==> src/include/l2_cfg.svh <==
`ifndef L2_CFG_SVH
`define L2_CFG_SVH

//////////////////////////////////////////////////////////////////////
// cache geometry
//////////////////////////////////////////////////////////////////////

`define L2_WAYS     4   // tree plru is built for 4
`define L2_INDEX_W  4   // 16 sets
`define L2_WORDS    4   // words per line

//////////////////////////////////////////////////////////////////////
// bus widths
//////////////////////////////////////////////////////////////////////

`define L2_ADDR_W   16
`define L2_DATA_W   32

`endif
==> src/logic/l2_pkg.sv <==
`include "l2_cfg.svh"

package l2_pkg;

    localparam int OFFSET_W = $clog2(`L2_WORDS);

    typedef logic [`L2_DATA_W-1:0] word_t;
    typedef logic [`L2_ADDR_W-`L2_INDEX_W-OFFSET_W-3:0] tag_t;
    typedef logic [`L2_INDEX_W-1:0] index_t;
    typedef logic [OFFSET_W-1:0] offset_t;
    typedef logic [1:0] way_t;
    typedef logic [`L2_WAYS-1:0] way_mask_t;

    // byte address, msb first
    typedef struct packed {
        tag_t         tag;
        index_t       index;
        offset_t      offset;
        logic [1:0]   byte_off;   // ignored, word accesses only
    } addr_t;

    // wishbone classic, master side
    typedef struct packed {
        logic   cyc;
        logic   stb;
        logic   we;
        addr_t  adr;
        word_t  dat;
    } wb_req_t;

    typedef struct packed {
        logic   ack;
        word_t  dat;
    } wb_rsp_t;

endpackage

==> src/logic/l2_tag_dirty_store.sv <==
`include "l2_cfg.svh"

module l2_tag_dirty_store (
    input  logic                clk,
    input  logic                rstn,
    input  l2_pkg::index_t      index_i,
    input  l2_pkg::tag_t        tag_i,
    input  l2_pkg::way_t        victim_way_i,
    input  logic                fill_i,
    input  logic                fill_dirty_i,
    input  logic                set_dirty_i,
    output l2_pkg::way_mask_t   hit_mask_o,
    output l2_pkg::tag_t        victim_tag_o,
    output logic                victim_dirty_o
);

    localparam int SETS = 1 << `L2_INDEX_W;

    l2_pkg::tag_t       tag_mem [SETS][`L2_WAYS];
    l2_pkg::way_mask_t  valid_q [SETS];
    l2_pkg::way_mask_t  dirty_q [SETS];

    l2_pkg::tag_t       rd_tag [`L2_WAYS];  // registered set readout
    l2_pkg::way_mask_t  rd_valid;
    l2_pkg::way_mask_t  rd_dirty;

    always_ff @(posedge clk) begin
        if (fill_i) begin
            tag_mem[index_i][victim_way_i] <= tag_i;
        end
        for (int w = 0; w < `L2_WAYS; w++) begin
            rd_tag[w] <= tag_mem[index_i][w];
        end
        rd_valid <= valid_q[index_i];
        rd_dirty <= dirty_q[index_i];
    end

    always_ff @(posedge clk) begin
        if (!rstn) begin
            for (int s = 0; s < SETS; s++) begin
                valid_q[s] <= '0;
                dirty_q[s] <= '0;
            end
        end else if (fill_i) begin
            valid_q[index_i][victim_way_i] <= 1'b1;
            dirty_q[index_i][victim_way_i] <= fill_dirty_i;
        end else if (set_dirty_i) begin
            dirty_q[index_i] <= dirty_q[index_i] | hit_mask_o;  // mask is one-hot
        end
    end

    always_comb begin
        for (int w = 0; w < `L2_WAYS; w++) begin
            hit_mask_o[w] = rd_valid[w] && (rd_tag[w] == tag_i);
        end
    end

    assign victim_tag_o   = rd_tag[victim_way_i];
    assign victim_dirty_o = rd_valid[victim_way_i] & rd_dirty[victim_way_i];

endmodule

==> config.mk <==
export PLATFORM = sky130hd
export DESIGN_NAME = l2_tag_dirty_store
export DESIGN_NICKNAME = d
export VERILOG_FILES = /design/src/logic/l2_pkg.sv /design/src/logic/l2_tag_dirty_store.sv
export VERILOG_INCLUDE_DIRS = /design/src /design/src/include
export SDC_FILE = /design/constraint.sdc
export NUM_CORES = 1
export LEC_CHECK = 0
export BUFFER_PORTS_ARGS = -buffer_cell sky130_fd_sc_hd__clkbuf_2
export CAP_MARGIN = 20
export CORE_AREA = 2 2 255 257
export DETAILED_ROUTE_END_ITERATION = 8
export DIE_AREA = 0 0 257 259
export PLACE_DENSITY_LB_ADDON = 0.05
export SYNTH_ARGS = -nofsm -noshare
export SYNTH_HDL_FRONTEND = slang
export SYNTH_SLANG_ARGS = --single-unit
==> constraint.sdc <==
create_clock -name clk -period 2.6 [get_ports clk]
set_input_delay 0.13 -clock clk [delete_from_list [all_inputs] [get_ports clk]]
set_output_delay 0.13 -clock clk [all_outputs]
set_load 0.005 [all_outputs]
Word-level counts from Yosys, hierarchy flattened
Memory sizes are Yosys's and may differ from the RTL's. A register that Yosys moved wholly into a read port is not among the register bits.
Cells that the tools add are included.
Cells by class
  order comparisons: 4
  eq/ne operators: 4
  multiplexer cells: 27
  bitwise logic cells: 7
  reductions and logical operators: 8
Operators by type and width (number)
  8-bit == test: 4
  32-bit 2-to-1 mux: 1
  4-bit 2-to-1 mux: 7
  8-bit demux with 2-bit select: 1
  1-bit 2-to-1 mux: 14
  8-bit 2-to-1 mux: 1
  4-bit OR reduction: 2
  1-bit logical AND: 6
  1-bit binary-select mux with 2-bit select: 2
  1-bit OR: 4
  4-bit OR: 1
  3-bit >= comparator (second input constant): 1
  2-bit by 3-bit < comparator with 1-bit output (second input constant): 1
  3-bit by 1-bit < comparator with 1-bit output (second input constant): 1
  2-bit NOT with 3-bit output: 1
  1-bit demux with 2-bit select: 1
  2-bit by 1-bit >= comparator with 1-bit output (second input constant): 1
  1-bit AND: 1
Word-level totals
  flip-flop bits (word level): 4
  memory bits (writable): 672
  input port bits: 19
  output and inout bits: 13
  word-level logic and storage cells: 55
  memories: 4
Memory list
  tag_mem: words 16, width 32, read ports 1, clocked after memory_dff 0, write ports 1, RTL line l2_tag_dirty_store.sv:19  | l2_pkg::tag_t tag_mem [SETS][`L2_WAYS];
  dirty_q: words 16, width 4, read ports 1, clocked after memory_dff 0, write ports 16, RTL line l2_tag_dirty_store.sv:21  | l2_pkg::way_mask_t dirty_q [SETS];
  valid_q: words 16, width 4, read ports 1, clocked after memory_dff 1, write ports 16, RTL line l2_tag_dirty_store.sv:20  | l2_pkg::way_mask_t valid_q [SETS];
  rd_tag: words 4, width 8, read ports 5, clocked after memory_dff 0, write ports 4, RTL line l2_tag_dirty_store.sv:23  | l2_pkg::tag_t rd_tag [`L2_WAYS];

Logic depth before layout (Yosys ltp)
  depth in word-level cells: 8
  depth in mapped cells: 8
  depth with buffers taken out: 4

Worst setup path before layout
OpenSTA, ideal clock, no wires.
  path kind: input to register
  from: input port index_i[0]
  to: memory tag_mem[8][0] (netlist bit), enable pin
  library setup time: 374 ps
  arrival: 1630 ps
  slack: 597 ps
  cell stages on the path: 6
  path buffers: 4
  path through: buf_6 -> buf_12 -> buf_12 -> or4b_1 -> clkbuf_1 -> nor2_1
RTL lines
  start: declaration: RTL line l2_tag_dirty_store.sv:6  | input l2_pkg::index_t index_i,
  end: declaration: RTL line l2_tag_dirty_store.sv:19
Straight into the memory's write port.

==> metrics.yaml <==
logic_synthesis:
  synthArstFlopShare_pct: 0
  yosysMostFrequentCell: "edfxtp_1"
  muxShareOfSynthArea_pct: 17.1
  synth.distinct_cells: 39
  synth_ff_type: "edfxtp_1"
  synth_common_cells: "edfxtp_1, nor2_1, mux4_2, dfxtp_1, a21oi_1"
  synth_xor_area_share_pct: 1.03
  synth_warnings: 0
  synth_fp_nets: 1529
  ys_seq_elements: 680
  synth_top_cells_by_area: "edfxtp_1, mux4_2, dfxtp_1, nor2_1, mux4_1"
  synth_top_area_share_pct: 63.7
  yosys.area.top_type: "edfxtp_1"
  synthAdderAreaFrac_pct: 0
  synth_compound_area_share_pct: 3.17
  synthSimpleGateAreaFrac_pct: 4.96
  synth_top_family_by_area: "multiplexers"
  synth_edf_count: 576
  syn_area_mm2: 0.0272
  seq_area_frac_synth_pct: 71.3
  postSynthCellCount: 1510
  syn_area_per_cell_um2: 18.0
power:
  peakVddDrop_v: 0.000554
  p_leak_nw: 10.3
  powerDensity_mw_per_mm2: 758
critical_path:
  critPathArrivalTime_ns: 2.12
  crit_chain: "xor2_1, nor4_1, and3_1, clkbuf_2"
  crit_type: "flop to primary output"
  endpoint_kind: "primary output"
  worst_setup_path_start_kind: "flop"
  slowest_stage: "nor4_1"
  cpPeakStageDelay_ns: 0.45
  path_max_fanout: 2
  required_ns: 2.47
clocking:
  clock_path_buffers: 3
  ctsRootBufferMaster: "clkbuf_16"
  cts_tree: "built"
  ctsResizeCount: 0
  cts_buffers: 74
  clkTransAtPathRegs_ns: 0.06
  clk_latency_ns: 0.61
  h-tree-depth: 3
  cts_sinks: 680
floorplanning:
  core-area_mm2: 0.0639
  fp.dieW_um: 257
  num_rows: 93
  dieArea_mm2: 0.0666
  ios: 32
  start_util_pct: 42.5
  die_h_um: 259
place:
  numPortBuffers: 31
  gp_congestion: 0.842
  place_worst_setup_slack_ns: 0.302
  dp_hpwl_um: 45100
sta:
  hold_viol_final: 0
  fmax_ghz: 0.444
  fin_worst_skew_ns: 0.0115
  rsz0062_at_grt: "no"
  timing.slew.headroom_pct: 42.2
  period_share_pct: 86.7
  setup_viol: 0
  setup_tns_ns: 0
  tightest_slew_ns: 0.861
  finalWorstSetupSlack_ns: 0.345
  drv_slew: 0
  fin_crit_ns: 2.25
drt:
  drt_iter0_drc: 1469
  firstDrtPassIters: 6
  m1WireLength_um: 32900
  drc: 0
  drt_wl_total_um: 72800
  wl_per_cell_um: 28.5
  top_layer_used: "met5"
  viasPerCell: 5.69
  route.met3.wl_um: 4990
  wl_met2_um: 33700
  via_count: 14500
  route.antenna.remaining_nets: 0
layout:
  fill_cells: 5304
  regArea_mm2: 0.0194
  drive_gt1_share_pct: 27.2
  areaGrowthSynthToFinish_pct: 15.0
  nNetsFinal: 1658
  multi_input_comb_area_mm2: 0.00714
global_routing:
  grt_max_degree: 65
  grt_pass1_wl_um: 105000
  track_usage_pct: 22.1
  antenna_found_initial: 2
  grt_pass1_vias: 14500
  gr-total-overflow: 0
outcome:
  outcome: "complete, no violations"
job:
  maxCapViolCount: 0
min_path:
  hold_class: "input port to flop"
==> metal layers <==
layer	track usage (%)	vias up
met3	3.36	94
met4	5.04	2
met2	34.4	526
met1	33.2	7702
li1	-	6221
met5	0	-
==> state kept, by name, indices dropped and copies added (netlist names) <==
register / flops
dirty_q: 64
rd_dirty: 4
rd_tag: 32
rd_valid: 4
tag_mem: 512
valid_q: 64
==> path summary, 6_finish.rpt <==
check,start,to,slack (ns),cells past startpoint
max,rd_tag[3][5],hit_mask_o[3],0.35,4
min,index_i[2],rd_tag[3][6],0.10,2
max reg2reg,dirty_q[1][1],dirty_q[14][1],0.51,5
min reg2reg,valid_q[14][0],valid_q[14][0],0.46,2
==> critical path: cells and delay by family, from the launching register on <==
family,cells,cell delay (ns)
XOR/XNOR,1,0.18
AND/OR/NAND/NOR,2,0.80
flip-flops,1,0.38
buffers and inverters,1,0.16
==> cells in the final DEF, fill, tap and decap left out, types with 4 or more instances in the layout <==
| cell type | instances |
|---|---|
| edfxtp_1 | 576 |
| nor2_1 | 198 |
| mux4_2 | 188 |
| buf_4 | 122 |
| dfxtp_1 | 104 |
| a21oi_1 | 77 |
| clkbuf_16 | 77 |
| nand2_1 | 73 |
| o21ai_0 | 64 |
| clkbuf_2 | 28 |
| clkbuf_1 | 21 |
| xnor2_1 | 18 |
| mux4_1 | 16 |
| xor2_1 | 14 |
| clkinv_2 | 13 |
| clkinv_1 | 9 |
| clkbuf_8 | 9 |
| nand3_1 | 7 |
| and3_1 | 6 |
| nand4bb_1 | 6 |
| inv_1 | 5 |
| buf_6 | 5 |
| buf_12 | 5 |
| a22oi_1 | 4 |
| nor3_1 | 4 |
| nand4b_1 | 4 |
| or4b_1 | 4 |
| a21oi_2 | 4 |
| bufinv_16 | 4 |
==> per-stage QoR <==
stage               hold WS [ns]  util (%)  total power [mW]  instances  area, um^2
finish                     0.102      48.9              23.7       2556       31200
global route               0.132      48.9              24.4       2553       31200
CTS                       0.0716      48.9              23.9       2552       31200
detailed placement         0.454      45.2              13.7       2416       28800
global placement           0.444      45.1              13.7       2412       28800
floorplan                  0.229         -              13.1       1510       27200
==> where the power goes <==
part           switching [mW]  internal [mW]  total [mW]
clock                    4.18           6.05        10.2
combinational           0.809          0.537        1.35
sequential              0.127           12.0        12.1
==> final cells by class <==
class / count / share of cell area, %
tap: 855 / 3.43
clock buffer: 106 / 6.77
inverter: 6 / 0.0721
sequential: 680 / 62.0
antenna: 3 / 0.0240
clock inverter: 29 / 0.781
timing repair buffer: 163 / 4.01
multi-input combinational: 714 / 22.9
==> cell families (layout without fill, tap and decap cells) <==
logic type | count (synthesis) | after routing
other | 0 | 3
buffers and inverters | 116 | 304
AND/OR/NAND/NOR | 316 | 316
XOR/XNOR | 32 | 32
multiplexers | 204 | 204
flip-flops | 680 | 680
AO/OA/AOI/OAI | 162 | 162
==> repair_timing <==
action / 4_1_cts / 5_1_grt
buffers inserted: 0 / 0
endpoints found under the hold margin: 8 / 0
hold buffers: 1 / 0
No activity file was read; power rests on OpenSTA's default activity.
