## config.mk

```make
export PLATFORM = sky130hd
export DESIGN_NAME = l2_plru
export DESIGN_NICKNAME = d
export VERILOG_FILES = /design/src/logic/l2_pkg.sv /design/src/logic/l2_plru.sv
export VERILOG_INCLUDE_DIRS = /design/src /design/src/include
export SDC_FILE = /design/constraint.sdc
export NUM_CORES = 1
export LEC_CHECK = 0
export CORE_MARGIN = 2
export CORE_UTILIZATION = 45
export CTS_CLUSTER_DIAMETER = 30
export DETAILED_ROUTE_END_ITERATION = 8
export DONT_BUFFER_PORTS = 1
export GPL_ROUTABILITY_DRIVEN = 0
export PLACE_DENSITY_LB_ADDON = 0.25
export SETUP_SLACK_MARGIN = 0.05
export SLEW_MARGIN = 30
export SYNTH_ARGS = -nofsm -noshare
export SYNTH_HDL_FRONTEND = slang
export SYNTH_SLANG_ARGS = --single-unit
```

## constraint.sdc

```tcl
create_clock -name clk -period 1.6 [get_ports clk]
set_clock_uncertainty 0.1 [all_clocks]
set_input_delay 0.16 -clock clk [delete_from_list [all_inputs] [get_ports clk]]
set_output_delay 0.16 -clock clk [all_outputs]
set_load 0.05 [all_outputs]
```

## src/include/l2_cfg.svh

```systemverilog
`ifndef L2_CFG_SVH
`define L2_CFG_SVH

//////////////////////////////////////////////////////////////////////
// cache geometry
//////////////////////////////////////////////////////////////////////

`define L2_WAYS     4   // tree plru is built for 4
`define L2_INDEX_W  4   // 16 sets
`define L2_WORDS    4   // words per line

//////////////////////////////////////////////////////////////////////
// bus widths
//////////////////////////////////////////////////////////////////////

`define L2_ADDR_W   16
`define L2_DATA_W   32

`endif
```

## src/logic/l2_pkg.sv

```systemverilog
`include "l2_cfg.svh"

package l2_pkg;

    localparam int OFFSET_W = $clog2(`L2_WORDS);

    typedef logic [`L2_DATA_W-1:0] word_t;
    typedef logic [`L2_ADDR_W-`L2_INDEX_W-OFFSET_W-3:0] tag_t;
    typedef logic [`L2_INDEX_W-1:0] index_t;
    typedef logic [OFFSET_W-1:0] offset_t;
    typedef logic [1:0] way_t;
    typedef logic [`L2_WAYS-1:0] way_mask_t;

    // byte address, msb first
    typedef struct packed {
        tag_t         tag;
        index_t       index;
        offset_t      offset;
        logic [1:0]   byte_off;   // ignored, word accesses only
    } addr_t;

    // wishbone classic, master side
    typedef struct packed {
        logic   cyc;
        logic   stb;
        logic   we;
        addr_t  adr;
        word_t  dat;
    } wb_req_t;

    typedef struct packed {
        logic   ack;
        word_t  dat;
    } wb_rsp_t;

endpackage

```

## src/logic/l2_plru.sv

```systemverilog
`include "l2_cfg.svh"

module l2_plru (
    input  logic                clk,
    input  logic                rstn,
    input  l2_pkg::index_t      index_i,
    input  logic                touch_i,
    input  l2_pkg::way_t        touch_way_i,
    output l2_pkg::way_t        victim_way_o
);

    localparam int SETS = 1 << `L2_INDEX_W;

    // bit 0 root, bit 1 ways 0/1, bit 2 ways 2/3
    logic [2:0] tree_q [SETS];
    logic [2:0] tree;

    assign tree = tree_q[index_i];

    // zero means take the lower half
    assign victim_way_o = tree[0] ? {1'b1, tree[2]} : {1'b0, tree[1]};

    always_ff @(posedge clk) begin
        if (!rstn) begin
            for (int s = 0; s < SETS; s++) begin
                tree_q[s] <= '0;
            end
        end else if (touch_i) begin
            tree_q[index_i][0] <= ~touch_way_i[1];     // root away from touched half
            if (touch_way_i[1]) begin
                tree_q[index_i][2] <= ~touch_way_i[0];
            end else begin
                tree_q[index_i][1] <= ~touch_way_i[0];
            end
        end
    end

endmodule

```

======== Yosys cells after proc, flatten, opt, wreduce, memory -nomap -nowiden ========
Memories as Yosys holds them, arrays and structs flattened.
Index checks and enable logic that the tools add are counted.
storage, ports and cells
  register bits after elaboration ......... 0
  latch bits .............................. 0
  RAM bits ................................ 48
  ROM bits ................................ 0
  output and inout port bits .............. 2
  memories kept ........................... 1
memory list
  memory  depth  width  rd ports  clocked after memory_dff  write ports  line           source
  tree_q  16     3      1         0                         16           l2_plru.sv:15  logic [2:0] tree_q [SETS];
cells by class
  $add $sub $neg .......................... 0
  multiply operators ...................... 0
  divide/modulo/power cells ............... 0
  magnitude comparators ................... 0
  equality and inequality tests ........... 0
  shifts and indexed selects .............. 0
  multiplexer cells ....................... 16
  bitwise gates (word level) .............. 2
  reduce and logical (&&, ||, !) cells .... 1
operator list
  cell                count
  two-way mux 1 bit   12
  two-way mux 3 bit   2
  two-way mux 4 bit   1
  OR reduction 3 bit  1
  two-way mux 2 bit   1
  NOT 1 bit           2

======== Depth between registers and ports, before layout ========
Gate-level depths: netlist (run 1).
  depth in word-level cells ............... 6
  gate-level depth with buffers ........... 6

======== Worst setup path after synthesis (run 1) ========
OpenSTA, ideal clock, no wires.
  path type ............................... input port to output port
  start ................................... in index_i[0]
  end ..................................... out victim_way_o[0]
  arrival time ............................ 1,746 ps
  path slack .............................. -406 ps
  cell stages on the path ................. 5
  buffers on the path ..................... 1
  path through ............................ buf_6 -> mux4_2 -> a22oi_2 -> nand3_2 -> mux2_4
on the way
  longest elaborated chain between the ends .. 2
ends and longest elaborated chain
  item                 line           source
  start, declared      l2_plru.sv:6   input l2_pkg::index_t index_i,
  memory (16 x 3 bit)  --
  two-way mux 2 bit    l2_plru.sv:21  assign victim_way_o = tree[0] ? {1'b1, tree[2]} : {1'b0, tree[1]};
  end, declared        l2_plru.sv:9   output l2_pkg::way_t victim_way_o
Every way passes these cells.

======== Final worst setup path (run 1) ========
  start ................................... mem tree_q[4][1]
  end ..................................... out victim_way_o[0]
on the way
  longest elaborated chain between the ends .. 2
ends and longest elaborated chain
  item                 line
  start, declared      l2_plru.sv:15
  memory (16 x 3 bit)  --
  two-way mux 2 bit    l2_plru.sv:21
Every way passes these cells.

==> results of run 1 <==
-- logic make-up (layout without fill, tap and decap cells) --
family                 Yosys count  in the layout  synth area share
and+or+nand+nor                102            102             0.177
muxes                           13             13             0.123
AOI/OAI and AO/OA               35             35            0.0759
DFF                             48             48             0.583
buffers and inverters           23             17            0.0420
-- layer usage --
layer / vias to the layer above / GRT usage
met5: - / 0
met1: 826 / 0.252
met2: 40 / 0.275
li1: 790 / -
met4: 0 / 0.0579
met3: 4 / 0.0368
-- worst max-delay path by stage --
| stage | endpoint | depth (start not counted) | startpoint |
|---|---|---|---|
| 2_1_floorplan | victim_way_o[0] | 5 | index_i[0] |
| 3_3_place_gp | victim_way_o[0] | 4 | tree_q[0][1] |
| 3_5_place_dp | victim_way_o[0] | 4 | tree_q[0][1] |
| 4_1_cts | victim_way_o[0] | 4 | tree_q[3][0] |
| 5_1_grt | victim_way_o[0] | 4 | tree_q[2][0] |
| 6_report | victim_way_o[0] | 4 | tree_q[4][1] |
-- metrics by stage --
step                      TNS (ns)  total power, mW  instances  hold slack, ns
final                       -0.809             2.42        285          0.0110
after global routing        -0.949             2.51        285         0.00159
after CTS                    -3.81             2.43        284         0.00532
after detailed placement    -0.190             1.71        273           0.231
after global placement      -0.187             1.71        273           0.230
after floorplan             -0.308             1.72        221           0.415
-- area by class of cell --
| type | count | area [um^2] |
|---|---|---|
| Fill cell | 476 | 2590 |
| Sequential cell | 48 | 1440 |
| Multi-Input combinational cell | 150 | 933 |
| Tap cell | 70 | 87.6 |
| Clock buffer | 7 | 76.3 |
| Timing Repair Buffer | 7 | 67.6 |
| Inverter | 2 | 7.51 |
| Clock inverter | 1 | 3.75 |
-- power by group --
group          internal (mW)  switching [mW]  total (mW)
sequential              1.45          0.0172        1.46
clock                  0.305           0.383       0.688
combinational          0.108           0.158       0.265
-- what timing repair did --
action                                 CTS  global route
resized for setup                        0             3
pin swaps                                1             1
setup endpoints to repair                2             2
endpoints found under the hold margin   80             3
gates cloned                             0             0
hold buffers                             3             1
-- placed cells by master, fill, tap and decap left out --
master and n:
clkinv_1 1, nand2_1 32, mux2_4 1, o21ai_0 32
mux4_2 9, clkbuf_1 2, clkbuf_8 5, edfxtp_1 48
buf_2 1, buf_12 1, a22oi_2 2, mux4_1 3
a22oi_1 1, nand3_1 10, nor2_1 36, buf_4 3
nand3_4 1, inv_1 2, nor2b_1 4, nand2b_1 1
nor3_1 18, dlygate4sd3_1 2
==> results.sh, run 1 <==
export IMPL_area_growth_pct=5.82
export IMPL_path_class="flip-flop to output pin"
export IMPL_ys_warn_count=0
export IMPL_cp_top_family="multiplexers"
export IMPL_num_vias=1660
export IMPL_core_mm2=0.00520
export IMPL_cp_start_kind="flip-flop"
export IMPL_hpwl_um=3050
export IMPL_netlist_area_mm2=0.00247
export IMPL_portBuffers=0
export IMPL_cp_end_kind="output pin"
export IMPL_synth_nets=230
export IMPL_routed_top_layer="met4"
export IMPL_synth_yosys_seq_area_share=0.583
export IMPL_placed_cell_area_mm2=0.00249
export IMPL_cp_num_buf_inv=0
export IMPL_grt_pass1_wl_um=8170
export IMPL_totalWireLength_um=5070
export IMPL_grt_pass1_vias=1579
export IMPL_initial_core_util=0.475
export IMPL_clk_path_buf_depth=2
export IMPL_placementRows=26
export IMPL_synth_commonest_cells="48 x edfxtp_1, 36 x nor2_1, 32 x nand2_1, 32 x o21ai_0, 18 x nor3_1"
export IMPL_pin_count=11
export IMPL_rsz0062_at_grt="yes"
export IMPL_synthTopCellsByArea="edfxtp_1 58%, o21ai_0 6.5%, mux4_2 6.4%"
export IMPL_cp_required_ns=1.34
export IMPL_cp_data_arrival_time_ns=1.85
export IMPL_cp_max_fo=1
export IMPL_worst_ir_drop_vdd_uv=416
export IMPL_antenna_found_initial=0
export IMPL_finalInstanceArea_mm2=0.00262
export IMPL_yosysMostFrequentCell="edfxtp_1"
export IMPL_leakage_nw=0.865
export IMPL_antenna_cells=0
export IMPL_worst_slack_ns=-0.506
export IMPL_drt_met1_wl_um=2320
export IMPL_hp_start="touch_way_i[1]"
export IMPL_detail_route_wl_per_cell_um=17.8
export IMPL_slowest_stage="mux4_1"
export IMPL_cp_slowest_stage_delay_ns=0.55
export IMPL_path_clk_slew_ns=0.08
export IMPL_p_per_area_mw_per_mm2=924
export IMPL_violations="setup timing"
export IMPL_regMostFlops="tree_q"
export IMPL_ys_async_sr_fraction=0
export IMPL_grt_max_degree=49
export IMPL_die_height_um=78.1
export IMPL_top_regs="tree_q x48"
export IMPL_dr_pass1_iters=4
export IMPL_synth_area_per_cell_um2=11.2
export IMPL_grt_overflow_total=0
export IMPL_yosys_cell_types_count=18
export IMPL_drv_slew=0
export IMPL_drtIter0Drc=141
export IMPL_wl_met2_um=2460
export IMPL_period_share=1.32
export IMPL_synth_edf_count=48
export IMPL_vias_per_cell=5.82
export IMPL_synthCells=221
export IMPL_cts_sinks=48
export IMPL_cts_buffers=5
export IMPL_place_ws_ns=-0.190
export IMPL_grtUsageTotal=0.177
export IMPL_post_route_min_period_ns=2.11
export IMPL_path_cells="mux4_1 -> a22oi_1 -> nand3_1 -> mux2_4"
export IMPL_largest_register_ffs=48
export IMPL_root_buffer="clkbuf_8"
export IMPL_nets=223
export IMPL_holdPathEnd="tree_q[6][1]"
export IMPL_post_route_util=0.503
export IMPL_htreeDepth=2
export IMPL_drc=0
export IMPL_max_freq_mhz=475
export IMPL_postCtsSetupBuffers=0
export IMPL_tightestPinTransition_ns=0.662
export IMPL_relSlewSlack=0.557
export IMPL_yosys_most_used_dff="edfxtp_1"
export IMPL_ys_seq_elements=48
export IMPL_synth_top_area_frac=0.583
export IMPL_hold_path_depth=1
export IMPL_cts_tree="done"
export IMPL_setup_viol_count_final=2
export IMPL_drive_gt1_frac=0.107
export IMPL_hold_violations=0
export IMPL_die_width_um=78.1
export IMPL_die_area_mm2=0.00611
export IMPL_outcome="finished, violations left"
export IMPL_ant_nets=0
export IMPL_synth_top_area_cell="edfxtp_1"
export IMPL_hold_class="input pin to flip-flop"
export IMPL_routed_wl_met3_um=252
export IMPL_maxCapViolCount=0
Note: power is estimated with default switching activity, not from simulation.
==> run 2: changes to the inputs <==
SKIP_LAST_GASP = 1   (was unset)
TNS_END_PERCENT = 50   (was unset)
==> run 2 against run 1 <==
  * Count of clock-buffer cells in the layout did not move
  * Sequential power barely moved
  * Cell count did not move
  * Global-route usage did not move
  * The flow still finishes with violations (setup timing)
  * Final area did not move
  * Power did not move
  * Largest cell class unchanged
  * Non-clock buffer count did not move
  * Sequential cell count did not move
==> results.sh, run 2 (synthesized netlist as in run 1, its figures left out) <==
export IMPL_outcome="finished, violations left"
export IMPL_violations="setup timing"
export IMPL_rsz0062_at_grt="yes"
export IMPL_cts_sinks=48
export IMPL_final_cells=285
export IMPL_place_ws_ns=-0.190
export IMPL_regMostFlops="tree_q"
export IMPL_maxCapViolCount=0
export IMPL_nets=223
export IMPL_die_area_mm2=0.00611
export IMPL_cp_max_fo=1
export IMPL_relSlewSlack=0.557
export IMPL_initial_core_util=0.475
export IMPL_setup_viol_count_final=2
export IMPL_post_route_min_period_ns=2.11
export IMPL_period_share=1.32
export IMPL_die_width_um=78.1
export IMPL_routed_top_layer="met4"
export IMPL_path_clk_slew_ns=0.08
export IMPL_worst_ir_drop_vdd_uv=416
export IMPL_detail_route_wl_per_cell_um=17.8
export IMPL_routed_wl_met3_um=252
export IMPL_portBuffers=0
export IMPL_antenna_cells=0
export IMPL_totalWireLength_um=5070
export IMPL_core_mm2=0.00520
export IMPL_dr_pass1_iters=4
export IMPL_cts_tree="done"
export IMPL_postCtsSetupBuffers=0
export IMPL_die_height_um=78.1
export IMPL_p_total_mw=2.42
export IMPL_tns_ns=-0.809
export IMPL_grt_overflow_total=0
export IMPL_cp_data_arrival_time_ns=1.85
export IMPL_num_vias=1660
export IMPL_ant_nets=0
export IMPL_largest_register_ffs=48
export IMPL_drc=0
export IMPL_drv_slew=0
export IMPL_htreeDepth=2
export IMPL_placementRows=26
export IMPL_hold_violations=0
export IMPL_area_growth_pct=5.82
export IMPL_path_class="flip-flop to output pin"
export IMPL_hold_class="input pin to flip-flop"
export IMPL_worst_slack_ns=-0.506
export IMPL_cp_end_kind="output pin"
export IMPL_final_cell_mix="48 x edfxtp_1, 36 x nor2_1, 32 x nand2_1, 32 x o21ai_0, 18 x nor3_1"
export IMPL_p_per_area_mw_per_mm2=924
export IMPL_clk_path_buf_depth=2
export IMPL_grtUsageTotal=0.177
export IMPL_post_route_util=0.503
export IMPL_vias_per_cell=5.82
export IMPL_drtIter0Drc=141
export IMPL_wl_met2_um=2460
export IMPL_pin_count=11
export IMPL_cts_buffers=5
export IMPL_tightestPinTransition_ns=0.662
export IMPL_hpwl_um=3050
export IMPL_drive_gt1_frac=0.107
export IMPL_antenna_found_initial=0
export IMPL_final_common_cell="edfxtp_1"
export IMPL_grt_pass1_vias=1579
export IMPL_cp_required_ns=1.34
export IMPL_leakage_nw=0.865
export IMPL_root_buffer="clkbuf_8"
export IMPL_drt_met1_wl_um=2320
export IMPL_dp_cells=273
export IMPL_cp_start_kind="flip-flop"
export IMPL_grt_max_degree=49
export IMPL_top_regs="tree_q x48"
export IMPL_grt_pass1_wl_um=8170
export IMPL_max_freq_mhz=475
run 2: critical path: stages (launching register included):
cell and delay [ns]:
edfxtp_1 0.38, mux4_1 0.55, a22oi_1 0.17, nand3_1 0.09
mux2_4 0.36
run 2: path summary, 6_finish.rpt:
kind	cells past startpoint	from	slack, ns	end
max	4	tree_q[4][1]	-0.51	victim_way_o[0]
min	1	touch_way_i[1]	0.01	tree_q[6][1]
run 2: final cells by class:
cell class / count / area, um^2
Sequential cell: 48 / 1440
Fill cell: 476 / 2590
Clock inverter: 1 / 3.75
Timing Repair Buffer: 7 / 67.6
Clock buffer: 7 / 76.3
Tap cell: 70 / 87.6
Inverter: 2 / 7.51
Multi-Input combinational cell: 150 / 933
run 2: repair_timing:
action | in CTS | in global routing
endpoints found under the setup margin | 2 | 2
endpoints found under the hold margin | 80 | 3
pin swaps | 1 | 1
hold buffers | 3 | 1
gates resized for setup | 0 | 3
run 2: stage by stage:
stage / hold slack [ns] / instance area (um^2)
global route: 0.00159 / 2620
detailed placement: 0.231 / 2490
floorplan: 0.415 / 2480
CTS: 0.00532 / 2620
finish: 0.0110 / 2620
global placement: 0.230 / 2490
run 2: where the power goes:
part / switching (mW) / leakage, nW / total [mW] / internal, mW
clock network: 0.383 / 0.0399 / 0.688 / 0.305
registers: 0.0172 / 0.457 / 1.46 / 1.45
logic: 0.158 / 0.368 / 0.265 / 0.108
total: 0.557 / 0.865 / 2.42 / 1.86
run 2: routing by layer:
| layer | vias up | track usage |
|---|---|---|
| met1 | 826 | 0.252 |
| met5 | - | 0 |
| li1 | 790 | - |
| met3 | 4 | 0.0368 |
| met4 | 0 | 0.0579 |
| met2 | 40 | 0.275 |
