**src/include/l2_cfg.svh**
```systemverilog
`ifndef L2_CFG_SVH
`define L2_CFG_SVH

//////////////////////////////////////////////////////////////////////
// cache geometry
//////////////////////////////////////////////////////////////////////

`define L2_WAYS     4   // tree plru is built for 4
`define L2_INDEX_W  4   // 16 sets
`define L2_WORDS    4   // words per line

//////////////////////////////////////////////////////////////////////
// bus widths
//////////////////////////////////////////////////////////////////////

`define L2_ADDR_W   16
`define L2_DATA_W   32

`endif
```
**src/logic/l2_pkg.sv**
```systemverilog
`include "l2_cfg.svh"

package l2_pkg;

    localparam int OFFSET_W = $clog2(`L2_WORDS);

    typedef logic [`L2_DATA_W-1:0] word_t;
    typedef logic [`L2_ADDR_W-`L2_INDEX_W-OFFSET_W-3:0] tag_t;
    typedef logic [`L2_INDEX_W-1:0] index_t;
    typedef logic [OFFSET_W-1:0] offset_t;
    typedef logic [1:0] way_t;
    typedef logic [`L2_WAYS-1:0] way_mask_t;

    // byte address, msb first
    typedef struct packed {
        tag_t         tag;
        index_t       index;
        offset_t      offset;
        logic [1:0]   byte_off;   // ignored, word accesses only
    } addr_t;

    // wishbone classic, master side
    typedef struct packed {
        logic   cyc;
        logic   stb;
        logic   we;
        addr_t  adr;
        word_t  dat;
    } wb_req_t;

    typedef struct packed {
        logic   ack;
        word_t  dat;
    } wb_rsp_t;

endpackage

```
**src/logic/l2_ctrl_fsm.sv**
```systemverilog
`include "l2_cfg.svh"

module l2_ctrl_fsm (
    input  logic                clk,
    input  logic                rstn,
    // cpu side
    input  l2_pkg::wb_req_t     cpu_req_i,
    output l2_pkg::wb_rsp_t     cpu_rsp_o,
    // memory side
    output l2_pkg::wb_req_t     mem_req_o,
    input  l2_pkg::wb_rsp_t     mem_rsp_i,
    // tag store
    output l2_pkg::index_t      tag_index_o,
    output l2_pkg::tag_t        tag_o,
    output logic                fill_o,
    output logic                fill_dirty_o,
    output logic                set_dirty_o,
    input  l2_pkg::way_mask_t   hit_mask_i,
    input  l2_pkg::tag_t        victim_tag_i,
    input  logic                victim_dirty_i,
    // plru
    input  l2_pkg::way_t        victim_way_i,
    output logic                plru_touch_o,
    output l2_pkg::way_t        plru_way_o,
    // data store
    output l2_pkg::index_t      line_index_o,
    output logic                data_we_o,
    output l2_pkg::way_t        data_way_o,
    output l2_pkg::offset_t     data_offset_o,
    output l2_pkg::word_t       data_wdata_o,
    input  l2_pkg::word_t       data_rdata_i
);

    typedef enum logic [2:0] {
        IDLE,
        LOOKUP,
        WRITEBACK,
        REFILL,
        FINISH
    } state_e;

    state_e             state_q;
    l2_pkg::offset_t    cnt_q;      // beat counter, wraps after last word
    logic               req_we_q;
    l2_pkg::addr_t      req_adr_q;
    l2_pkg::word_t      req_dat_q;
    l2_pkg::way_t       hit_way;
    logic               hit;
    logic               last_word;

    assign hit       = |hit_mask_i;
    assign last_word = (cnt_q == l2_pkg::offset_t'(`L2_WORDS - 1));

    always_comb begin
        hit_way = '0;
        for (int w = 0; w < `L2_WAYS; w++) begin
            if (hit_mask_i[w]) begin
                hit_way = l2_pkg::way_t'(w);
            end
        end
    end

    //////////////////////////////////////////////////////////////////////
    // state and beat counter
    //////////////////////////////////////////////////////////////////////

    always_ff @(posedge clk) begin
        if (!rstn) begin
            state_q <= IDLE;
            cnt_q   <= '0;
        end else begin
            case (state_q)
                IDLE: begin
                    if (cpu_req_i.cyc && cpu_req_i.stb) state_q <= LOOKUP;
                end
                LOOKUP: begin
                    if (hit) state_q <= IDLE;
                    else if (victim_dirty_i) state_q <= WRITEBACK;
                    else state_q <= REFILL;
                end
                WRITEBACK: begin
                    if (mem_rsp_i.ack) begin
                        cnt_q <= cnt_q + 1'b1;
                        if (last_word) state_q <= REFILL;
                    end
                end
                REFILL: begin
                    if (mem_rsp_i.ack) begin
                        cnt_q <= cnt_q + 1'b1;
                        if (last_word) state_q <= FINISH;
                    end
                end
                FINISH: state_q <= IDLE;
                default: state_q <= IDLE;
            endcase
        end
    end

    // request capture, held while busy
    always_ff @(posedge clk) begin
        if (state_q == IDLE) begin
            req_we_q  <= cpu_req_i.we;
            req_adr_q <= cpu_req_i.adr;
            req_dat_q <= cpu_req_i.dat;
        end
    end

    // set read is synchronous, so idle looks up the incoming index
    assign tag_index_o  = (state_q == IDLE) ? cpu_req_i.adr.index : req_adr_q.index;
    assign tag_o        = req_adr_q.tag;
    assign line_index_o = req_adr_q.index;
    assign fill_dirty_o = req_we_q;

    //////////////////////////////////////////////////////////////////////
    // outputs
    //////////////////////////////////////////////////////////////////////

    always_comb begin
        cpu_rsp_o     = '0;
        cpu_rsp_o.dat = data_rdata_i;
        mem_req_o     = '0;
        fill_o        = 1'b0;
        set_dirty_o   = 1'b0;
        plru_touch_o  = 1'b0;
        plru_way_o    = victim_way_i;
        data_we_o     = 1'b0;
        data_way_o    = victim_way_i;
        data_offset_o = cnt_q;
        data_wdata_o  = mem_rsp_i.dat;
        case (state_q)
            LOOKUP: begin
                data_way_o    = hit_way;
                data_offset_o = req_adr_q.offset;
                data_wdata_o  = req_dat_q;
                plru_way_o    = hit_way;
                if (hit) begin
                    data_we_o     = req_we_q;
                    set_dirty_o   = req_we_q;
                    plru_touch_o  = 1'b1;
                    cpu_rsp_o.ack = 1'b1;
                end
            end
            WRITEBACK: begin
                mem_req_o.cyc = 1'b1;
                mem_req_o.stb = 1'b1;
                mem_req_o.we  = 1'b1;
                mem_req_o.adr = '{tag: victim_tag_i, index: req_adr_q.index,
                                  offset: cnt_q, byte_off: 2'b00};
                mem_req_o.dat = data_rdata_i;   // victim word at cnt
            end
            REFILL: begin
                mem_req_o.cyc = 1'b1;
                mem_req_o.stb = 1'b1;
                mem_req_o.adr = '{tag: req_adr_q.tag, index: req_adr_q.index,
                                  offset: cnt_q, byte_off: 2'b00};
                data_we_o     = mem_rsp_i.ack;
                if (req_we_q && (cnt_q == req_adr_q.offset)) begin
                    data_wdata_o = req_dat_q;   // write-allocate merge
                end
            end
            FINISH: begin
                fill_o        = 1'b1;
                plru_touch_o  = 1'b1;
                data_offset_o = req_adr_q.offset;
                cpu_rsp_o.ack = 1'b1;
            end
            default: ;
        endcase
    end

endmodule

```
**config.mk**
```make
export PLATFORM = sky130hd
export DESIGN_NAME = l2_ctrl_fsm
export DESIGN_NICKNAME = d
export VERILOG_FILES = /design/src/logic/l2_pkg.sv /design/src/logic/l2_ctrl_fsm.sv
export VERILOG_INCLUDE_DIRS = /design/src /design/src/include
export SDC_FILE = /design/constraint.sdc
export NUM_CORES = 1
export LEC_CHECK = 0
export BUFFER_PORTS_ARGS = -buffer_cell sky130_fd_sc_hd__buf_2
export CORE_AREA = 4 4 122 112
export CTS_BUF_LIST = sky130_fd_sc_hd__clkbuf_4
export DETAILED_ROUTE_END_ITERATION = 6
export DIE_AREA = 0 0 126 116
export MAX_ROUTING_LAYER = met4
export SLEW_MARGIN = 20
export SYNTH_ARGS = -nofsm -noshare
export SYNTH_HDL_FRONTEND = slang
export SYNTH_SLANG_ARGS = --single-unit
```
**constraint.sdc**
```tcl
create_clock -name clk -period 5.77 [get_ports clk]
set_input_delay 1.4425 -clock clk [delete_from_list [all_inputs] [get_ports clk]]
set_output_delay 1.4425 -clock clk [all_outputs]
set_load 0.05 [all_outputs]
```
; Word-level counts from Yosys, hierarchy flattened
; Cells that the tools add are included.
[totals]
ff_bits = 52
inputBits = 133
out_inout_bits = 143
word_cells = 53
[op_classes]
addsub = 1
n_eq_ne = 11
muxes = 26
reduce_logical = 8
[ops]
columns = operator, n
row1 = two-way mux 32 bit, 2
row2 = case mux 32 bit (2 select lines), 1
row3 = case mux 16 bit (2 select lines), 1
row4 = two-way mux 3 bit, 5
row5 = two-way mux 2 bit, 6
row6 = case mux 3 bit (4 select lines), 1
row7 = != test 2 bit (second input constant), 5
row8 = two-way mux 1 bit, 7
row9 = equality test 3 x 2 -> 1 bit (second input constant), 2
row10 = AND reduction 5 bit, 1
row11 = two-way mux 4 bit, 1
row12 = case mux 1 bit (2 select lines), 2
row13 = OR reduction 2 bit, 2
row14 = OR reduction 4 bit, 1
row15 = equality test 3 x 1 -> 1 bit (second input constant), 1
row16 = equality test 3 bit (second input constant), 1
row17 = logical NOT 3 bit, 1
row18 = adder 2 x 1 -> 2 bit (second input constant), 1
row19 = equality test 2 bit, 1
row20 = equality test 2 bit (second input constant), 1
row21 = logical AND 1 bit, 2
row22 = AND reduction 2 bit, 1

; Logic depth before layout (Yosys ltp)
; Gate-level depths: netlist (run 1).
[logic_depth]
depth_word = 4
mapped_depth = 6
depth_no_buf = 4

; Worst setup path before layout (run 1)
; No wires, ideal clock.
[synth_path]
path_type = register to output
startpoint = register state_q[1]
endpoint = output port tag_index_o[0]
arrival_time_ns = 3.257
required_time_ns = 4.328
setup_slack_ns = 1.070
stages_incl_launch_ff = 4
path_buffers = 1
cell_sequence = dfxtp_1 -> clkbuf_1 -> nor3_2 -> mux2_2
[synth_between]
elab_chain_len = 2
[synth_rtl]
columns = item, line
row1 = from (decl), l2_ctrl_fsm.sv:42  ; state_e state_q;
row2 = from (signal assigned), l2_ctrl_fsm.sv:69  ; state_q <= IDLE;
row3 = from (signal assigned), l2_ctrl_fsm.sv:74  ; if (cpu_req_i.cyc && cpu_req_i.stb) state_q <= LOOKUP;
row4 = from (signal assigned), l2_ctrl_fsm.sv:77  ; if (hit) state_q <= IDLE;
row5 = logical NOT 3 bit, l2_ctrl_fsm.sv:109  ; assign tag_index_o = (state_q == IDLE) ? cpu_req_i.adr.index : req_adr_q.index;
row6 = two-way mux 4 bit, l2_ctrl_fsm.sv:109
row7 = to (decl), l2_ctrl_fsm.sv:13  ; output l2_pkg::index_t tag_index_o,
; No other way between the ends.

==> qor.csv, run 1 <==
stage,metric,value,unit
status,status,finished clean,
routing,Iter 0 DRT Violations,64,
floorplanning,cell row count,39,
layout,fin nets,608,
min_path,HP Start,cnt_q[1]$_SDFFE_PN0P_,
cts,Max Root-Sink Buffers,2,
global_routing,vias in the first global route,2550,
cts,clk slew on worst S/H paths,0.17,ns
global_routing,largest net degree at the start of global routing,35,
routing,DRT Pass-1 Iters,4,
routing,Avg WL per Cell,14.0,um
floorplanning,chip height,116,um
global_routing,total grt overflow,0,
timing,Worst Skew,0.0287,ns
flow_run,max cap viols,0,
place,GP Congestion,0.804,
cts,clock sinks,52,
cts,worst-skew pair later-pin latency,0.41,ns
layout,Final Util,0.341,
setup_path,RR Endpoint,req_dat_q[15]$_DFFE_PN_,
cts,# Post-CTS Setup Buffers,0,
timing,final slew viol count,0,
pwr,P per Cell Area,233,mW/mm2
pwr,VDD IR max,150,uV
setup_path,CP endpoint kind,primary output,
timing,Rel. slew slack,0.358,
floorplanning,DIE WIDTH,126,um
cts,Clk Tree Root Cell,clkbuf_4,
floorplanning,Initial Utilization,0.244,
setup_path,reg2reg setup slack,3.45,ns
routing,Final ANT Viol Nets,0,
setup_path,CP Cell Sequence,nand2b_1 -> nor2_2 -> and2_1 -> buf_2,
global_routing,initial antenna violation count,1,
routing,vias,2622,
timing,Achievable Freq,239,MHz
setup_path,Top Family by Delay on Critical Path,simple AND/OR/NAND/NOR gates,
min_path,worst hold path type,reg2reg,
synth,largest area contributor in the netlist,edfxtp_1,
setup_path,critical path's largest stage delay,0.81,ns
setup_path,Crit-path slowest cell,nor2_2,
setup_path,"Req. time, crit path",4.33,ns
cts,Resize count post-CTS,0,
timing,RSZ-0062 raised after global routing,false,
setup_path,CP Class,reg2out,
timing,final worst-path cycle share,0.725,
setup_path,Worst Path Arrival,2.74,ns
routing,WL final,8.93,mm
global_routing,first-pass GRT wire length,12.8,mm
routing,DRC,0,
synth,cells after synthesis,253,
cts,CTS buffer count,5,
setup_path,CP Buf/Inv Count,1,
cts,TritonCTS clock tree,built,
synth,top cell type's share of synthesized area,0.463,
synth,synthesized cell area,0.00305,mm2
timing,Hold Fails Final Rpt,0,
pwr,leak pwr,2.20,nW
timing,Tmin final,4.18,ns
cts,H-tree levels,2,
global_routing,total track usage,0.116,
floorplanning,Core ar.,0.0125,mm2
synth,Avg Inst Size Synth,12.1,um2
synth,Synth Register Bits,52,
timing,Fin Setup TNS,0,ns
synth,Synth cell types,36,
min_path,hold path cells,2,
setup_path,r2r startpoint,state_q[0]$_SDFFE_PN0P_,
routing,Vias/cell,4.10,
synth,YS warnings,0,
synth,register area share after synthesis,0.496,
place,HPWL after DPL,7.54,mm
place,PortBufs,271,
place,DP Cell Count,631,
setup_path,crit start category,flip-flop,
layout,fin cells,640,
floorplanning,Ports,276,
synth,Area contributors post-synth,"edfxtp_1, buf_4, mux2_2, and2_1, dfxtp_1",
setup_path,"critical path fanouts, max",34,
layout,area delta synth->final,39.8,%
layout,share of layout cells above drive strength 1,0.669,
min_path,Hold Path Sink,cnt_q[1]$_SDFFE_PN0P_,
setup_path,reg2reg path depth,3,
cts,hold_buf cts,0,
timing,worst slew pin tran,0.960,ns
floorplanning,die area,0.0146,mm2
timing,Final setup viols,0,
## synth_stat cells, drive strengths merged
cell,count
or3b,1
buf,55
or4,1
a21boi,1
a32o,1
nor2,12
nor3,2
inv,3
a221oi,1
and3,1
o311a,1
nor3b,1
clkbuf,6
mux2i,8
o21ai,2
mux2,38
nand3b,2
xor2,2
nand2,8
o31ai,1
conb,1
and2,39
xnor2,1
edfxtp,47
nand2b,5
nand3,1
dfxtp,5
ha,1
a21oi,4
a21o,1
o41ai,1
## layout make-up
class,count,area (um2)
antenna,1,2.50
clock buffer,5,37.5
clock inverter,3,21.3
fill,1299,8230
inverter,3,11.3
multi-input combinational,138,1090
sequential,52,1510
tap,164,205
timing repair buffer,274,1380
## worst reg2reg max path: cells and delay by family (launching register included)
family	cells	cell delay, ns
simple gates	1	0.80
buf+inv	2	0.76
flops	1	0.40
## sequential cells by signal, summed over array words and instances (netlist names)
name	cells
cnt_q	2
fill_dirty_o	1
line_index_o	4
req_adr_q	2
req_dat_q	32
state_q	3
tag_o	8
## worst max path at each step
stage,start,endpoint,slack (ns),depth (start not counted)
floorplan,state_q[1]$_SDFFE_PN0P_,tag_index_o[0],1.07,3
global placement,hit_mask_i[0],set_dirty_o,1.71,4
detailed placement,hit_mask_i[0],plru_touch_o,1.71,4
CTS,state_q[1]$_SDFFE_PN0P_,mem_req_o[26],1.43,4
global route,state_q[1]$_SDFFE_PN0P_,mem_req_o[30],1.18,4
finish,state_q[1]$_SDFFE_PN0P_,mem_req_o[26],1.59,4
## power breakdown
group | switching (W) | total (W) | internal, W
combinational | 0.000258 | 0.000360 | 0.000102
clock | 0.000127 | 0.000176 | 0.0000484
sequential | 0.0000123 | 0.000457 | 0.000445
## cell usage in the layout (no fill, tap or decap), types with 5 or more instances in the layout
cell type  Yosys  layout
and2_1        39      39
buf_2          1     271
clkbuf_4       0       5
dfxtp_1        5       5
edfxtp_1      47      47
mux2_1         6       6
mux2_2        32      32
mux2i_1        8       8
nand2_1        8       8
nor2_1        12      11
## metal layers
metal  vias to the layer above  GRT usage  share of wire
met2                       174      0.205           0.51
met5                         -          -              0
li1                       1269          -              -
met3                         7     0.0521           0.14
met4                         0     0.0365          0.012
met1                      1172      0.117           0.35
## logic make-up (layout without fill, tap and decap cells)
logic type                 count (synthesis)  after routing  synth area share
xor gates and xnor gates                   3              3           0.00862
and+or+nand+nor                           73             73             0.139
other                                      1              3           0.00123
DFF                                       52             52             0.496
buffers and inverters                     64            285             0.149
adders and majority gates                  1              1           0.00410
AOI/OAI and AO/OA                         13             13            0.0357
muxes                                     46             46             0.167
## metrics by stage
step                      hold slack [ns]  setup WS [ns]  power, W  instance area, um2
after floorplan                     0.489           1.07  0.000753                3050
after global placement              0.565           1.71  0.000827                4200
after detailed placement            0.582           1.71  0.000830                4200
after CTS                           0.606           1.43   0.00101                4260
after global routing                0.637           1.18   0.00104                4260
final                               0.585           1.59  0.000993                4260
Power figures use the tool's default switching activity.
==> run 2: changes to the inputs <==
clock period = 4.1 ns   (was 5.77 ns; I/O delays follow)
==> run 2 against run 1 <==
- via count grew 0.80%
- worst setup slack lost 1.0 ns
- clock skew shrank 0.019 ns
- register-to-register slack lost 1.3 ns
- largest power group unchanged
- count of clock-buffer cells in the layout is the same
- total power grew 45%
- non-clock buffer count grew 2
- global-route usage grew 0.69 points
- combinational power grew 42%
- routed wire length grew 6.1%
==> qor.csv, run 2 (synthesis gave the netlist of run 1 again) <==
stage,metric,value,unit,change
status,status,finished clean,,
layout,Multi-input gate area,0.00109,mm2,-0.23%
routing,Avg WL per Cell,14.8,um,+6.0%
place,DP Worst Slack,0.823,ns,-0.886 ns
floorplanning,Initial Utilization,0.244,,unchanged
routing,WL final,9.47,mm,+6.1%
layout,number of filler cells placed in the layout,1312,,+1.0%
setup_path,crit start category,flip-flop,,
layout,largest register by flop count,req_dat_q,,
timing,Hold Fails Final Rpt,0,,unchanged
layout,fin cells,641,,+0.16%
timing,Final setup viols,0,,unchanged
floorplanning,cell row count,39,,unchanged
global_routing,total grt overflow,0,,unchanged
routing,DRT Pass-1 Iters,4,,unchanged
layout,area delta synth->final,40.8,%,
timing,Final Worst Setup Slack,0.549,ns,-1.04 ns
timing,RSZ-0062 raised after global routing,false,,
floorplanning,chip height,116,um,unchanged
timing,Achievable Freq,282,MHz,
cts,worst-skew pair later-pin latency,0.35,ns,-0.06 ns
routing,Vias/cell,4.12,,+0.64%
cts,hold_buf cts,0,,unchanged
pwr,P per Cell Area,335,mW/mm2,+44%
cts,clock sinks,52,,unchanged
cts,H-tree levels,2,,unchanged
cts,Max Root-Sink Buffers,2,,unchanged
setup_path,CP Class,reg2out,,
global_routing,largest net degree at the start of global routing,34,,-2.9%
place,HPWL after DPL,8.10,mm,+7.4%
pwr,Pwr Total,0.00144,W,+45%
setup_path,"Req. time, crit path",3.07,ns,-1.26 ns
floorplanning,DIE WIDTH,126,um,unchanged
layout,"commonest non-fill, non-tap cell in the layout",buf_2,,
timing,Fin Setup TNS,0,ns,unchanged
global_routing,vias in the first global route,2673,,+4.8%
cts,clk slew on worst S/H paths,0.15,ns,-0.02 ns
flow_run,max cap viols,0,,unchanged
place,GP Congestion,0.802,,-0.26%
layout,storage element area,0.00151,mm2,unchanged
layout,n_diodes,0,,-1
timing,Tmin final,3.55,ns,
setup_path,"critical path fanouts, max",32,,-5.9%
layout,max FFs per register,32,,unchanged
timing,final worst-path cycle share,0.866,,
layout,fin nets,610,,+0.33%
pwr,VDD IR max,159,uV,+5.5%
floorplanning,Ports,276,,unchanged
cts,# Post-CTS Setup Buffers,0,,unchanged
pwr,leak pwr,2.22,nW,+0.91%
place,PortBufs,271,,unchanged
timing,Worst Skew,0.00922,ns,-0.0195 ns
global_routing,total track usage,0.123,,+0.00692
floorplanning,Core ar.,0.0125,mm2,unchanged
min_path,worst hold path type,reg2reg,,
setup_path,Worst Path Arrival,2.53,ns,-0.21 ns
routing,vias,2643,,+0.80%
routing,Final ANT Viol Nets,0,,unchanged
floorplanning,die area,0.0146,mm2,unchanged
cts,TritonCTS clock tree,built,,
timing,final slew viol count,0,,unchanged
timing,worst slew pin tran,0.707,ns,-0.253 ns
setup_path,CP endpoint kind,primary output,,
cts,CTS buffer count,5,,unchanged
routing,DRC,0,,unchanged
timing,Rel. slew slack,0.527,,+0.169
cts,Clk Tree Root Cell,clkbuf_4,,
place,DP Cell Count,633,,+0.32%
timing,WHS,0.536,ns,-0.0483 ns
cts,Resize count post-CTS,0,,unchanged
routing,Iter 0 DRT Violations,72,,+13%
global_routing,initial antenna violation count,0,,-1
layout,most frequent cells in the layout,"buf_2, edfxtp_1, and2_1",,
global_routing,first-pass GRT wire length,13.9,mm,+8.5%
layout,share of layout cells above drive strength 1,0.669,,-0.000711
## run 2: cell count changes in the layout (fill, tap and decap cells not counted), sizes merged
cell and change:
buf +2, bufinv +1, diode -1, inv -1
## run 2: power breakdown
group          internal (W)  switching (W)  total (W)
logic              0.000144       0.000368   0.000512
clock network      0.000127       0.000157   0.000285
registers          0.000626      0.0000159   0.000642
total              0.000897       0.000541    0.00144
## run 2: worst paths after layout
path	startpoint	end	slack, ns	depth (start not counted)
max	state_q[1]$_SDFFE_PN0P_	data_wdata_o[5]	0.55	5
min	cnt_q[1]$_SDFFE_PN0P_	cnt_q[1]$_SDFFE_PN0P_	0.54	2
max reg2reg	state_q[0]$_SDFFE_PN0P_	req_dat_q[5]$_DFFE_PN_	2.15	3
min reg2reg	cnt_q[1]$_SDFFE_PN0P_	cnt_q[1]$_SDFFE_PN0P_	0.54	2
## run 2: worst max-delay path, cell delays in order (launching register included)
cell     delay, ns
dfxtp_1       0.47
or3b_1        0.57
o41ai_4       0.09
buf_4         0.41
mux2_2        0.39
buf_2         0.21
## run 2: routing by layer
layer	GRT usage	wire length, um
met1	0.134	3530
met2	0.233	5040
met3	0.0263	860
met4	0.0236	40
met5	-	0
## run 2: cell type report
cell class	instances	area share
sequential	52	0.352
timing repair buffer	276	0.325
multi-input combinational	138	0.254
tap	164	0.0478
clock inverter	3	0.00991
clock buffer	5	0.00874
inverter	3	0.00262
## run 2: metrics by stage
stage,instance area (um2),util
detailed placement,4210,0.337
finish,4290,0.344
global placement,4210,0.337
floorplan,3060,-
CTS,4290,0.344
global route,4290,0.344
